`src/conv_pkg.sv`:
```
package conv_pkg;

    // Kernel geometry.
    localparam int KERNEL_DIM = 3;
    localparam int NUM_TAPS   = KERNEL_DIM * KERNEL_DIM;

    localparam int PIXEL_W   = 8;
    localparam int WEIGHT_W  = 8;
    localparam int TAP_IDX_W = 4;
    localparam int PSUM_W    = 18;  // Three 17-bit products.
    localparam int OFMAP_W   = 20;

    // Unsigned ifmap pixel.
    typedef logic [PIXEL_W-1:0] pixel_t;

    // Signed kernel weight.
    typedef logic signed [WEIGHT_W-1:0] weight_t;

    // Row * 3 + column.
    typedef logic [TAP_IDX_W-1:0] tap_idx_t;

    // Sum of one kernel row.
    typedef logic signed [PSUM_W-1:0] psum_t;

    typedef logic signed [OFMAP_W-1:0] ofmap_t;

    typedef enum logic {
        STRIDE_1,
        STRIDE_2
    } stride_mode_t;

    // Position of the window within the current ifmap row.
    typedef enum logic [1:0] {
        ROW_IDLE,
        ROW_FILL,
        ROW_RUN
    } row_state_t;

endpackage

```
`src/psum_if.sv`:
```
`timescale 1ns/1ps

interface psum_if import conv_pkg::*; ();

    logic  valid;  // One cycle per window.
    psum_t psum0;  // Kernel row 0, top.
    psum_t psum1;
    psum_t psum2;

    modport array_side (
        output valid,
        output psum0,
        output psum1,
        output psum2
    );

    modport sum_side (
        input valid,
        input psum0,
        input psum1,
        input psum2
    );

endinterface

```
`src/conv_top.sv`:
```
`timescale 1ns/1ps

module conv_top import conv_pkg::*; (
    input  logic                      clk,
    input  logic                      rst,
    input  logic                      weight_en,
    input  tap_idx_t                  weight_idx,
    input  weight_t                   weight_data,
    input  stride_mode_t              stride_sel,
    input  logic                      col_valid,
    input  logic                      row_first,
    input  pixel_t [KERNEL_DIM-1:0]   col_pixels,
    output logic                      ofmap_valid,
    output ofmap_t                    ofmap
);

    logic                                    fire;
    pixel_t [KERNEL_DIM-1:0][KERNEL_DIM-1:0] window;
    weight_t [NUM_TAPS-1:0]                  weights;

    psum_if u_psum_if ();

    window_ctrl u_window_ctrl (
        .clk        (clk),
        .rst        (rst),
        .col_valid  (col_valid),
        .row_first  (row_first),
        .stride_sel (stride_sel),
        .fire       (fire)
    );

    window_buffer u_window_buffer (
        .clk        (clk),
        .rst        (rst),
        .col_valid  (col_valid),
        .row_first  (row_first),
        .col_pixels (col_pixels),
        .window     (window)
    );

    weight_bank u_weight_bank (
        .clk         (clk),
        .rst         (rst),
        .weight_en   (weight_en),
        .weight_idx  (weight_idx),
        .weight_data (weight_data),
        .weights     (weights)
    );

    mac_array u_mac_array (
        .clk     (clk),
        .rst     (rst),
        .fire    (fire),
        .window  (window),
        .weights (weights),
        .psums   (u_psum_if.array_side)
    );

    ofmap_sum u_ofmap_sum (
        .clk         (clk),
        .rst         (rst),
        .psums       (u_psum_if.sum_side),
        .ofmap_valid (ofmap_valid),
        .ofmap       (ofmap)
    );

    // Fixed latency from column strobe to result.
    a_latency: assert property (@(posedge clk) disable iff (rst)
        ofmap_valid |-> $past(col_valid, 3));

endmodule

```
`src/mac_array.sv`:
```
`timescale 1ns/1ps

module mac_array import conv_pkg::*; (
    input  logic                                     clk,
    input  logic                                     rst,
    input  logic                                     fire,
    input  pixel_t [KERNEL_DIM-1:0][KERNEL_DIM-1:0]  window,
    input  weight_t [NUM_TAPS-1:0]                   weights,
    psum_if.array_side                               psums
);

    psum_t row_psum [KERNEL_DIM];

    // Kernel row r on PE row r.
    for (genvar r = 0; r < KERNEL_DIM; r++) begin : g_row
        pe_row u_pe_row (
            .clk     (clk),
            .pixels  (window[r]),
            .weights (weights[r*KERNEL_DIM +: KERNEL_DIM]),
            .psum    (row_psum[r])
        );
    end

    assign psums.psum0 = row_psum[0];
    assign psums.psum1 = row_psum[1];
    assign psums.psum2 = row_psum[2];

    // Valid follows the PE register stage.
    always_ff @(posedge clk) begin
        if (rst) begin
            psums.valid <= 1'b0;
        end else begin
            psums.valid <= fire;
        end
    end

endmodule

```
`src/ofmap_sum.sv`:
```
`timescale 1ns/1ps

module ofmap_sum import conv_pkg::*; (
    input  logic        clk,
    input  logic        rst,
    psum_if.sum_side    psums,
    output logic        ofmap_valid,
    output ofmap_t      ofmap
);

    ofmap_t sum_next;

    // Sign extend each row sum to the output width.
    assign sum_next = ofmap_t'(psums.psum0) + ofmap_t'(psums.psum1)
                    + ofmap_t'(psums.psum2);

    always_ff @(posedge clk) begin
        if (rst) begin
            ofmap_valid <= 1'b0;
        end else begin
            ofmap_valid <= psums.valid;
        end
    end

    always_ff @(posedge clk) begin
        ofmap <= sum_next;
    end

    // Back to back results need back to back row sums.
    a_valid_pair: assert property (@(posedge clk) disable iff (rst)
        (ofmap_valid && $past(ofmap_valid))
            |-> ($past(psums.valid) && $past(psums.valid, 2)));

endmodule

```
`src/pe_row.sv`:
```
`timescale 1ns/1ps

module pe_row import conv_pkg::*; (
    input  logic                       clk,
    input  pixel_t  [KERNEL_DIM-1:0]   pixels,
    input  weight_t [KERNEL_DIM-1:0]   weights,
    output psum_t                      psum
);

    psum_t prod [KERNEL_DIM];
    psum_t pair_sum;

    // Pixel gets a zero sign bit before the signed multiply.
    always_comb begin
        for (int i = 0; i < KERNEL_DIM; i++) begin
            prod[i] = $signed({1'b0, pixels[i]}) * $signed(weights[i]);
        end
    end

    assign pair_sum = prod[0] + prod[1];

    always_ff @(posedge clk) begin
        psum <= pair_sum + prod[2];
    end

endmodule

```
`src/weight_bank.sv`:
```
`timescale 1ns/1ps

module weight_bank import conv_pkg::*; (
    input  logic                     clk,
    input  logic                     rst,
    input  logic                     weight_en,
    input  tap_idx_t                 weight_idx,
    input  weight_t                  weight_data,
    output weight_t [NUM_TAPS-1:0]   weights
);

    // One register per tap, row major.
    always_ff @(posedge clk) begin
        if (rst) begin
            weights <= '0;
        end else if (weight_en) begin
            for (int i = 0; i < NUM_TAPS; i++) begin
                if (weight_idx == tap_idx_t'(i)) begin
                    weights[i] <= weight_data;
                end
            end
        end
    end

    // Host must never address past the last tap.
    a_idx_range: assert property (@(posedge clk) disable iff (rst)
        weight_en |-> (weight_idx < tap_idx_t'(NUM_TAPS)));

endmodule

```
`src/window_buffer.sv`:
```
`timescale 1ns/1ps

module window_buffer import conv_pkg::*; (
    input  logic                                     clk,
    input  logic                                     rst,
    input  logic                                     col_valid,
    input  logic                                     row_first,
    input  pixel_t [KERNEL_DIM-1:0]                  col_pixels,
    output pixel_t [KERNEL_DIM-1:0][KERNEL_DIM-1:0]  window
);

    // window[row][col], col 0 is the oldest column.
    always_ff @(posedge clk) begin
        if (rst) begin
            window <= '0;
        end else if (col_valid) begin
            for (int r = 0; r < KERNEL_DIM; r++) begin
                for (int c = 0; c < KERNEL_DIM - 1; c++) begin
                    // Older columns drop out on a new row.
                    window[r][c] <= row_first ? pixel_t'(0) : window[r][c+1];
                end
                window[r][KERNEL_DIM-1] <= col_pixels[r];  // Newest.
            end
        end
    end

endmodule

```
`src/window_ctrl.sv`:
```
`timescale 1ns/1ps

module window_ctrl import conv_pkg::*; (
    input  logic         clk,
    input  logic         rst,
    input  logic         col_valid,
    input  logic         row_first,
    input  stride_mode_t stride_sel,
    output logic         fire
);

    row_state_t   state;
    stride_mode_t stride_q;  // Latched on the first column.
    logic         fill_cnt;  // Set once the second column is in.
    logic         phase;     // Skip flag for stride 2.

    always_ff @(posedge clk) begin
        if (rst) begin
            state    <= ROW_IDLE;
            stride_q <= STRIDE_1;
            fill_cnt <= 1'b0;
            phase    <= 1'b0;
            fire     <= 1'b0;
        end else begin
            fire <= 1'b0;
            if (col_valid) begin
                if (row_first) begin
                    // Column count restarts at 1.
                    state    <= ROW_FILL;
                    stride_q <= stride_sel;
                    fill_cnt <= 1'b0;
                    phase    <= 1'b0;
                end else begin
                    case (state)
                        ROW_FILL: begin
                            if (fill_cnt) begin
                                state <= ROW_RUN;  // Third column, window full.
                                fire  <= 1'b1;
                                phase <= 1'b1;
                            end else begin
                                fill_cnt <= 1'b1;
                            end
                        end
                        ROW_RUN: begin
                            fire  <= (stride_q == STRIDE_1) || !phase;
                            phase <= ~phase;
                        end
                        default: begin
                            state <= ROW_IDLE;  // No open row.
                        end
                    endcase
                end
            end
        end
    end

    // A row can only open on a column flagged as first.
    a_idle_first: assert property (@(posedge clk) disable iff (rst)
        (col_valid && state == ROW_IDLE) |-> row_first);

endmodule
```
`config.mk`:
```
export PLATFORM = sky130hd
export DESIGN_NAME = conv_top
export DESIGN_NICKNAME = d
export VERILOG_FILES = /design/src/conv_pkg.sv /design/src/psum_if.sv /design/src/conv_top.sv /design/src/mac_array.sv /design/src/ofmap_sum.sv /design/src/pe_row.sv /design/src/weight_bank.sv /design/src/window_buffer.sv /design/src/window_ctrl.sv
export SDC_FILE = /design/constraint.sdc
export NUM_CORES = 2
export LEC_CHECK = 0
export BUFFER_PORTS_ARGS = -buffer_cell sky130_fd_sc_hd__buf_2
export CAP_MARGIN = 15
export CORE_MARGIN = 2
export CORE_UTILIZATION = 30
export CTS_CLUSTER_DIAMETER = 60
export DETAILED_ROUTE_END_ITERATION = 10
export GPL_ROUTABILITY_DRIVEN = 1
export GPL_TIMING_DRIVEN = 0
export PLACE_DENSITY = 0.44
export SKIP_LAST_GASP = 1
export SLEW_MARGIN = 20
export SYNTH_ARGS = -nofsm -noshare
export SYNTH_HDL_FRONTEND = slang
export SYNTH_HIERARCHICAL = 1
export SYNTH_SLANG_ARGS = --single-unit
```
`constraint.sdc`:
```
create_clock -name clk -period 10.2 [get_ports clk]
set_input_delay 2.04 -clock clk [delete_from_list [all_inputs] [get_ports clk]]
set_output_delay 2.04 -clock clk [all_outputs]
set_load 0.02 [all_outputs]
```
# Yosys cells after proc, flatten, opt, wreduce, memory -nomap -nowiden
# Cells that the tools add are included.
dict set report op_classes {
  addsub 8
  mul 9
  eq_ne 12
  mux 16
  bitwise 3
  reduce_logical 19
}
# cell n
set op_table {}
lappend op_table {{multiplier 9 x 8 -> 17 bit} 9}
lappend op_table {{adder 17 x 17 -> 18 bit} 3}
lappend op_table {{adder 18 x 17 -> 18 bit} 3}
lappend op_table {{two-way mux 8 bit} 6}
lappend op_table {{AND reduction 2 bit} 11}
lappend op_table {{adder 19 x 18 -> 20 bit} 1}
lappend op_table {{adder 18 x 18 -> 19 bit} 1}
lappend op_table {{equality test 4 x 3 -> 1 bit, second input constant} 4}
lappend op_table {{equality test 4 x 2 -> 1 bit, second input constant} 2}
lappend op_table {{AND reduction 3 bit} 2}
lappend op_table {{two-way mux 1 bit} 5}
lappend op_table {{equality test 4 x 1 -> 1 bit, second input constant} 1}
lappend op_table {{equality test 4 bit, second input constant} 1}
lappend op_table {{zero test 4 bit} 1}
lappend op_table {{two-way mux 2 bit} 2}
lappend op_table {{one-hot mux 1 bit (2 select lines)} 2}
lappend op_table {{one-hot mux 2 bit (2 select lines)} 1}
lappend op_table {{inequality test 3 x 2 -> 1 bit, second input constant} 1}
lappend op_table {{inverter 1 bit} 3}
lappend op_table {{nonzero test 3 bit} 1}
lappend op_table {{OR reduction 3 bit} 1}
lappend op_table {{equality test 2 x 1 -> 1 bit, second input constant} 1}
lappend op_table {{equality test 2 bit, second input constant} 1}
lappend op_table {{inequality test 2 bit, second input constant} 1}
lappend op_table {{3 further kinds} 3}
dict set report word_totals {
  ff_bits 226
  inputBits 42
  output_inout_bits 21
  word_cells 96
}

# Logic depth before layout (Yosys ltp)
dict set report depth {
  ltp_word 3
  depth_mapped 31
}

# Cells and area by module
# Netlist, hierarchy kept.
# module instances cells_each area_each_um2 seq_area_each_um2
set by_module_without_submodules {}
lappend by_module_without_submodules {{pe_row (u_mac_array.g_row[0].u_pe_row)} 1 879 7920.1 360.3}
lappend by_module_without_submodules {{pe_row (u_mac_array.g_row[2].u_pe_row)} 1 843 7727.4 360.3}
lappend by_module_without_submodules {{pe_row (u_mac_array.g_row[1].u_pe_row)} 1 824 7674.9 360.3}
lappend by_module_without_submodules {weight_bank 1 260 2886.5 1441.4}
lappend by_module_without_submodules {window_buffer 1 291 2851.5 1441.4}
lappend by_module_without_submodules {ofmap_sum 1 190 1829.3 420.4}
lappend by_module_without_submodules {window_ctrl 1 35 322.8 120.1}
lappend by_module_without_submodules {mac_array 1 2 33.8 20.0}

# Worst setup path after synthesis
# Ideal clock, no wire load.
dict set report synth_timing {
  path_type {reg-to-reg}
  from {register, netlist name u_window_buffer/window[43]}
  to {register u_mac_array.g_row[1].u_pe_row.psum[17]}
  arrival_time_ns 7.040
  path_slack_ns 3.064
  path_stages_with_launch 30
  path_buffers 0
  path_cell_list {dfxtp_1 > and2_1 > ha_1 > inv_1 > fa_1 > inv_1 > ha_1 > inv_1 > fa_1 > inv_1 > ha_1 > fa_1 > xor2_1 > ha_1 > inv_1 > fa_1 > fa_1 > inv_1 > fa_1 > inv_1 > fa_1 > fa_1 > inv_1 > ha_1 > and3_1 > a31oi_1 > o21ai_0 > a21boi_2 > nand2_1 > a221oi_1}
}
dict set report synth_via {
  elab_chain_len 2
}
# element line
set synth_lines {}
lappend synth_lines {{multiplier 9 x 8 -> 17 bit} pe_row.sv:16} ;# prod[i] = $signed({1'b0, pixels[i]}) * $signed(weights[i]);
lappend synth_lines {{adder 18 x 17 -> 18 bit} pe_row.sv:23} ;# psum <= pair_sum + prod[2];
lappend synth_lines {{to (signal assigned)} pe_row.sv:23}
lappend synth_lines {{to (decl)} pe_row.sv:7} ;# output psum_t psum
# Every way passes these cells.
# A chain may end at the register's enable or synchronous reset.

# Worst setup path in the final report
dict set report layout_timing {
  from {register u_weight_bank/weights[71] in the netlist's numbering}
  to {register u_mac_array.g_row[2].u_pe_row.psum[17]}
}
dict set report layout_via {
  elab_chain_len 2
}
# element line
set layout_lines {}
lappend layout_lines {{from (decl)} weight_bank.sv:9} ;# output weight_t [NUM_TAPS-1:0] weights
lappend layout_lines {{from (signal, indexed assignment)} weight_bank.sv:19} ;# weights[i] <= weight_data;
lappend layout_lines {{multiplier 9 x 8 -> 17 bit} pe_row.sv:16}
lappend layout_lines {{adder 18 x 17 -> 18 bit} pe_row.sv:23}
lappend layout_lines {{to (signal assigned)} pe_row.sv:23}
lappend layout_lines {{to (decl)} pe_row.sv:7}
# Every way passes these cells.

==> impl_metrics.yaml <==
die:
  initial_core_util_pct: 30.2
  die-area_sq_um: 107000
  die_x_um: 327
  placeableCoreArea_sq_um: 103000
  fp.dieH_um: 327
  rows: 118
  io_pins: 63
place:
  gp_congestion: 0.802
  port_buffers: 61
  dpl.hpwl_mm: 70.2
  place_inst: 4765
  dp_worst_setup_slack_ns: 2.22
timing:
  clock_skew_ns: 0.0275
  timing.final.ws_setup_ns: 2.24
  worst_slew_pin_slew_ns: 0.946
  fin_setup_tns_ns: 0
  hold_violations: 0
  maxSlewHeadroom_pct: 37.0
  rsz0062_at_grt: "no"
  drv_slew: 0
  fin_crit_sh_pct: 78.0
  fmax_mhz: 126
  holdWs_ns: 0.449
  setup_viol: 0
  period_needed_ns: 7.96
yosys:
  synth_edf_count: 0
  syn_area_sq_um: 31200
  synthDistinctLibCells: 93
  synth_ff_type: "dfxtp_1"
  yosys_register_bits: 226
  yosysWarnings: 6
  synth_area_leader_cell: "fa_1"
  synthMostInstantiatedCell: "inv_1"
  postSynthAreaPerCell_sq_um: 9.40
  synthTopCellsByCount: "inv_1 (746), fa_1 (481), ha_1 (399)"
  ys_async_sr_fraction_pct: 0
  syn_nets: 4246
  syn_inst: 3324
  netlist.area_leader.share_pct: 30.8
  seq_area_frac_synth_pct: 14.5
  synth_area_leaders: "fa_1 (31%), ha_1 (16%), dfxtp_1 (14%)"
clock_tree:
  h-tree-depth: 2
  cts_sinks: 226
  cts_resized: 0
  post-cts-setup-buffer-count: 0
  cts.path.max_buffers: 3
  numCtsBuffers: 35
  cts_tree: "built"
  clkTransAtPathRegs_ns: 0.06
  cts_root_buf: "clkbuf_16"
  cts-hold-fix-buffers: 0
  clk_latency_ns: 0.56
worst_setup_path:
  critical_path_class: "flip-flop to flip-flop"
  crit_family: "adder cells"
  arrival_ns: 8.42
  crit_path_end_kind: "flip-flop"
  cp_num_buf_inv: 7
  start_kind: "flip-flop"
  cp_slowest_cell: "dfxtp_1"
  cp.required_ns: 10.66
  path_max_fanout: 7
  cp_slowest_stage_delay_ns: 0.56
drt:
  routedWlPerCell_um: 17.4
  dr.pass1.iters: 5
  num_vias: 21300
  routed_wl_mm: 84.1
  avgViaCountPerCell: 4.41
  drc: 0
  drt_iter0_drc: 872
  drtAntennaViolNets: 0
hold_path:
  hold_path.class: "flip-flop to flip-flop"
global_routing:
  grt_use_total_pct: 16.2
  grt_pass1_wl_mm: 133
  grt_pass1_vias: 22500
  grt_max_degree: 13
  grt_overflow: 0
  antenna_found_initial: 5
final_layout:
  area_growth_pct: 10.1
  seq_area_sq_um: 4520
  fin_cells: 4831
  nNetsFinal: 4344
  layout-drive-gt1-share_pct: 6.30
  multi_input_area_sq_um: 23600
  n_fill_cell: 11000
job:
  maxCapViolations: 0
pwr:
  powerDensity_nw_per_um2: 69.7
  power_mw: 2.40
  static-leakage-power_nw: 17.0
  ir_worst_vdd_mv: 0.0895
run_status:
  status: "complete, no violations"
-- placed cells by master (no fill, tap or decap), types with 33 or more instances in the layout --
cell type / instances
inv_1: 746
clkbuf_16: 35
nor2_1: 99
ha_1: 399
nand2b_1: 127
mux2i_1: 97
nand2_1: 260
o21ai_0: 33
a21oi_1: 84
buf_2: 87
dfxtp_1: 226
fa_1: 481
and2_1: 338
xnor2_1: 57
-- metrics by stage --
step,utilization [%],cell area (sq um)
5_1_grt,33.3,34400
3_5_place_dp,32.2,33300
6_report,33.3,34400
4_1_cts,33.3,34400
3_3_place_gp,32.2,33300
2_1_floorplan,-,31200
-- worst register-to-register path, cell delays in order (launching register included) --
cell     delay (ns)
dfxtp_1        0.56
inv_1          0.26
fa_1           0.51
fa_1           0.54
inv_1          0.05
fa_1           0.52
inv_1          0.05
fa_1           0.47
inv_1          0.04
ha_1           0.32
o21ai_1        0.23
inv_1          0.07
a21oi_1        0.23
xnor2_1        0.26
ha_1           0.30
ha_1           0.27
inv_1          0.05
fa_1           0.53
fa_1           0.51
fa_1           0.49
inv_1          0.04
ha_1           0.35
a21oi_2        0.21
o21ai_1        0.09
a31oi_1        0.28
nand2_1        0.17
o22ai_1        0.25
xnor2_1        0.17
-- cell families (layout without fill, tap and decap cells) --
kind of cell / count (synthesis) / in the layout / synth area share (%)
DFF: 226 / 226 / 14.5
and+or+nand+nor: 930 / 930 / 15.9
muxes: 97 / 97 / 3.11
adders and majority gates: 880 / 880 / 46.8
AOI/OAI and AO/OA: 299 / 299 / 7.36
xor gates and xnor gates: 86 / 86 / 2.41
buffers and inverters: 806 / 928 / 9.95
other: 0 / 5 / 0
-- final cells by class --
| cell class | instances | area share, % |
|---|---|---|
| buffer | 60 | 0.902 |
| tap | 1380 | 5.02 |
| inverter | 746 | 8.14 |
| sequential | 226 | 13.2 |
| clock inverter | 21 | 0.546 |
| multi-input combinational | 2292 | 68.7 |
| clock buffer | 40 | 2.66 |
| antenna | 5 | 0.0364 |
| timing repair buffer | 61 | 0.888 |
-- power by group --
part,switching (mW),internal [mW],leakage [nW]
Combinational,0.172,0.103,14.6
Sequential,0.0520,0.915,1.83
Clock,0.477,0.680,0.532
-- worst paths after layout --
path	startpoint	endpoint	slack, ns	cells after the start
worst max-delay path	u_weight_bank/weights[71]$_SDFFE_PP0P_	u_mac_array/g_row[2].u_pe_row/psum[17]$_DFF_P_	2.24	27
worst min-delay path	u_window_ctrl/fire$_SDFF_PP0_	u_mac_array/psums.valid$_SDFF_PP0_	0.45	1
worst max register to register	u_weight_bank/weights[71]$_SDFFE_PP0P_	u_mac_array/g_row[2].u_pe_row/psum[17]$_DFF_P_	2.24	27
worst min register to register	u_window_ctrl/fire$_SDFF_PP0_	u_mac_array/psums.valid$_SDFF_PP0_	0.45	1
-- registers in the layout (all words and copies together), names as in the netlist --
signal	flops
u_mac_array/g_row.u_pe_row/psum	54
u_mac_array/psums.valid	1
u_ofmap_sum/ofmap	20
u_ofmap_sum/ofmap_valid	1
u_weight_bank/weights	72
u_window_buffer/window	72
u_window_ctrl/fill_cnt	1
u_window_ctrl/fire	1
u_window_ctrl/phase	1
u_window_ctrl/state	2
u_window_ctrl/stride_q	1
-- layer usage --
metal / vias up / wire [um] / part of all wire (%) / global-route usage, %
met5: - / 24 / 0.029 / 0
met4: 4 / 2000 / 2.4 / 3.98
met3: 79 / 2770 / 3.3 / 1.89
met2: 274 / 35000 / 42 / 24.4
met1: 10400 / 44300 / 53 / 24.4
li1: 10600 / - / - / -
No activity file was read; power rests on OpenSTA's default activity.
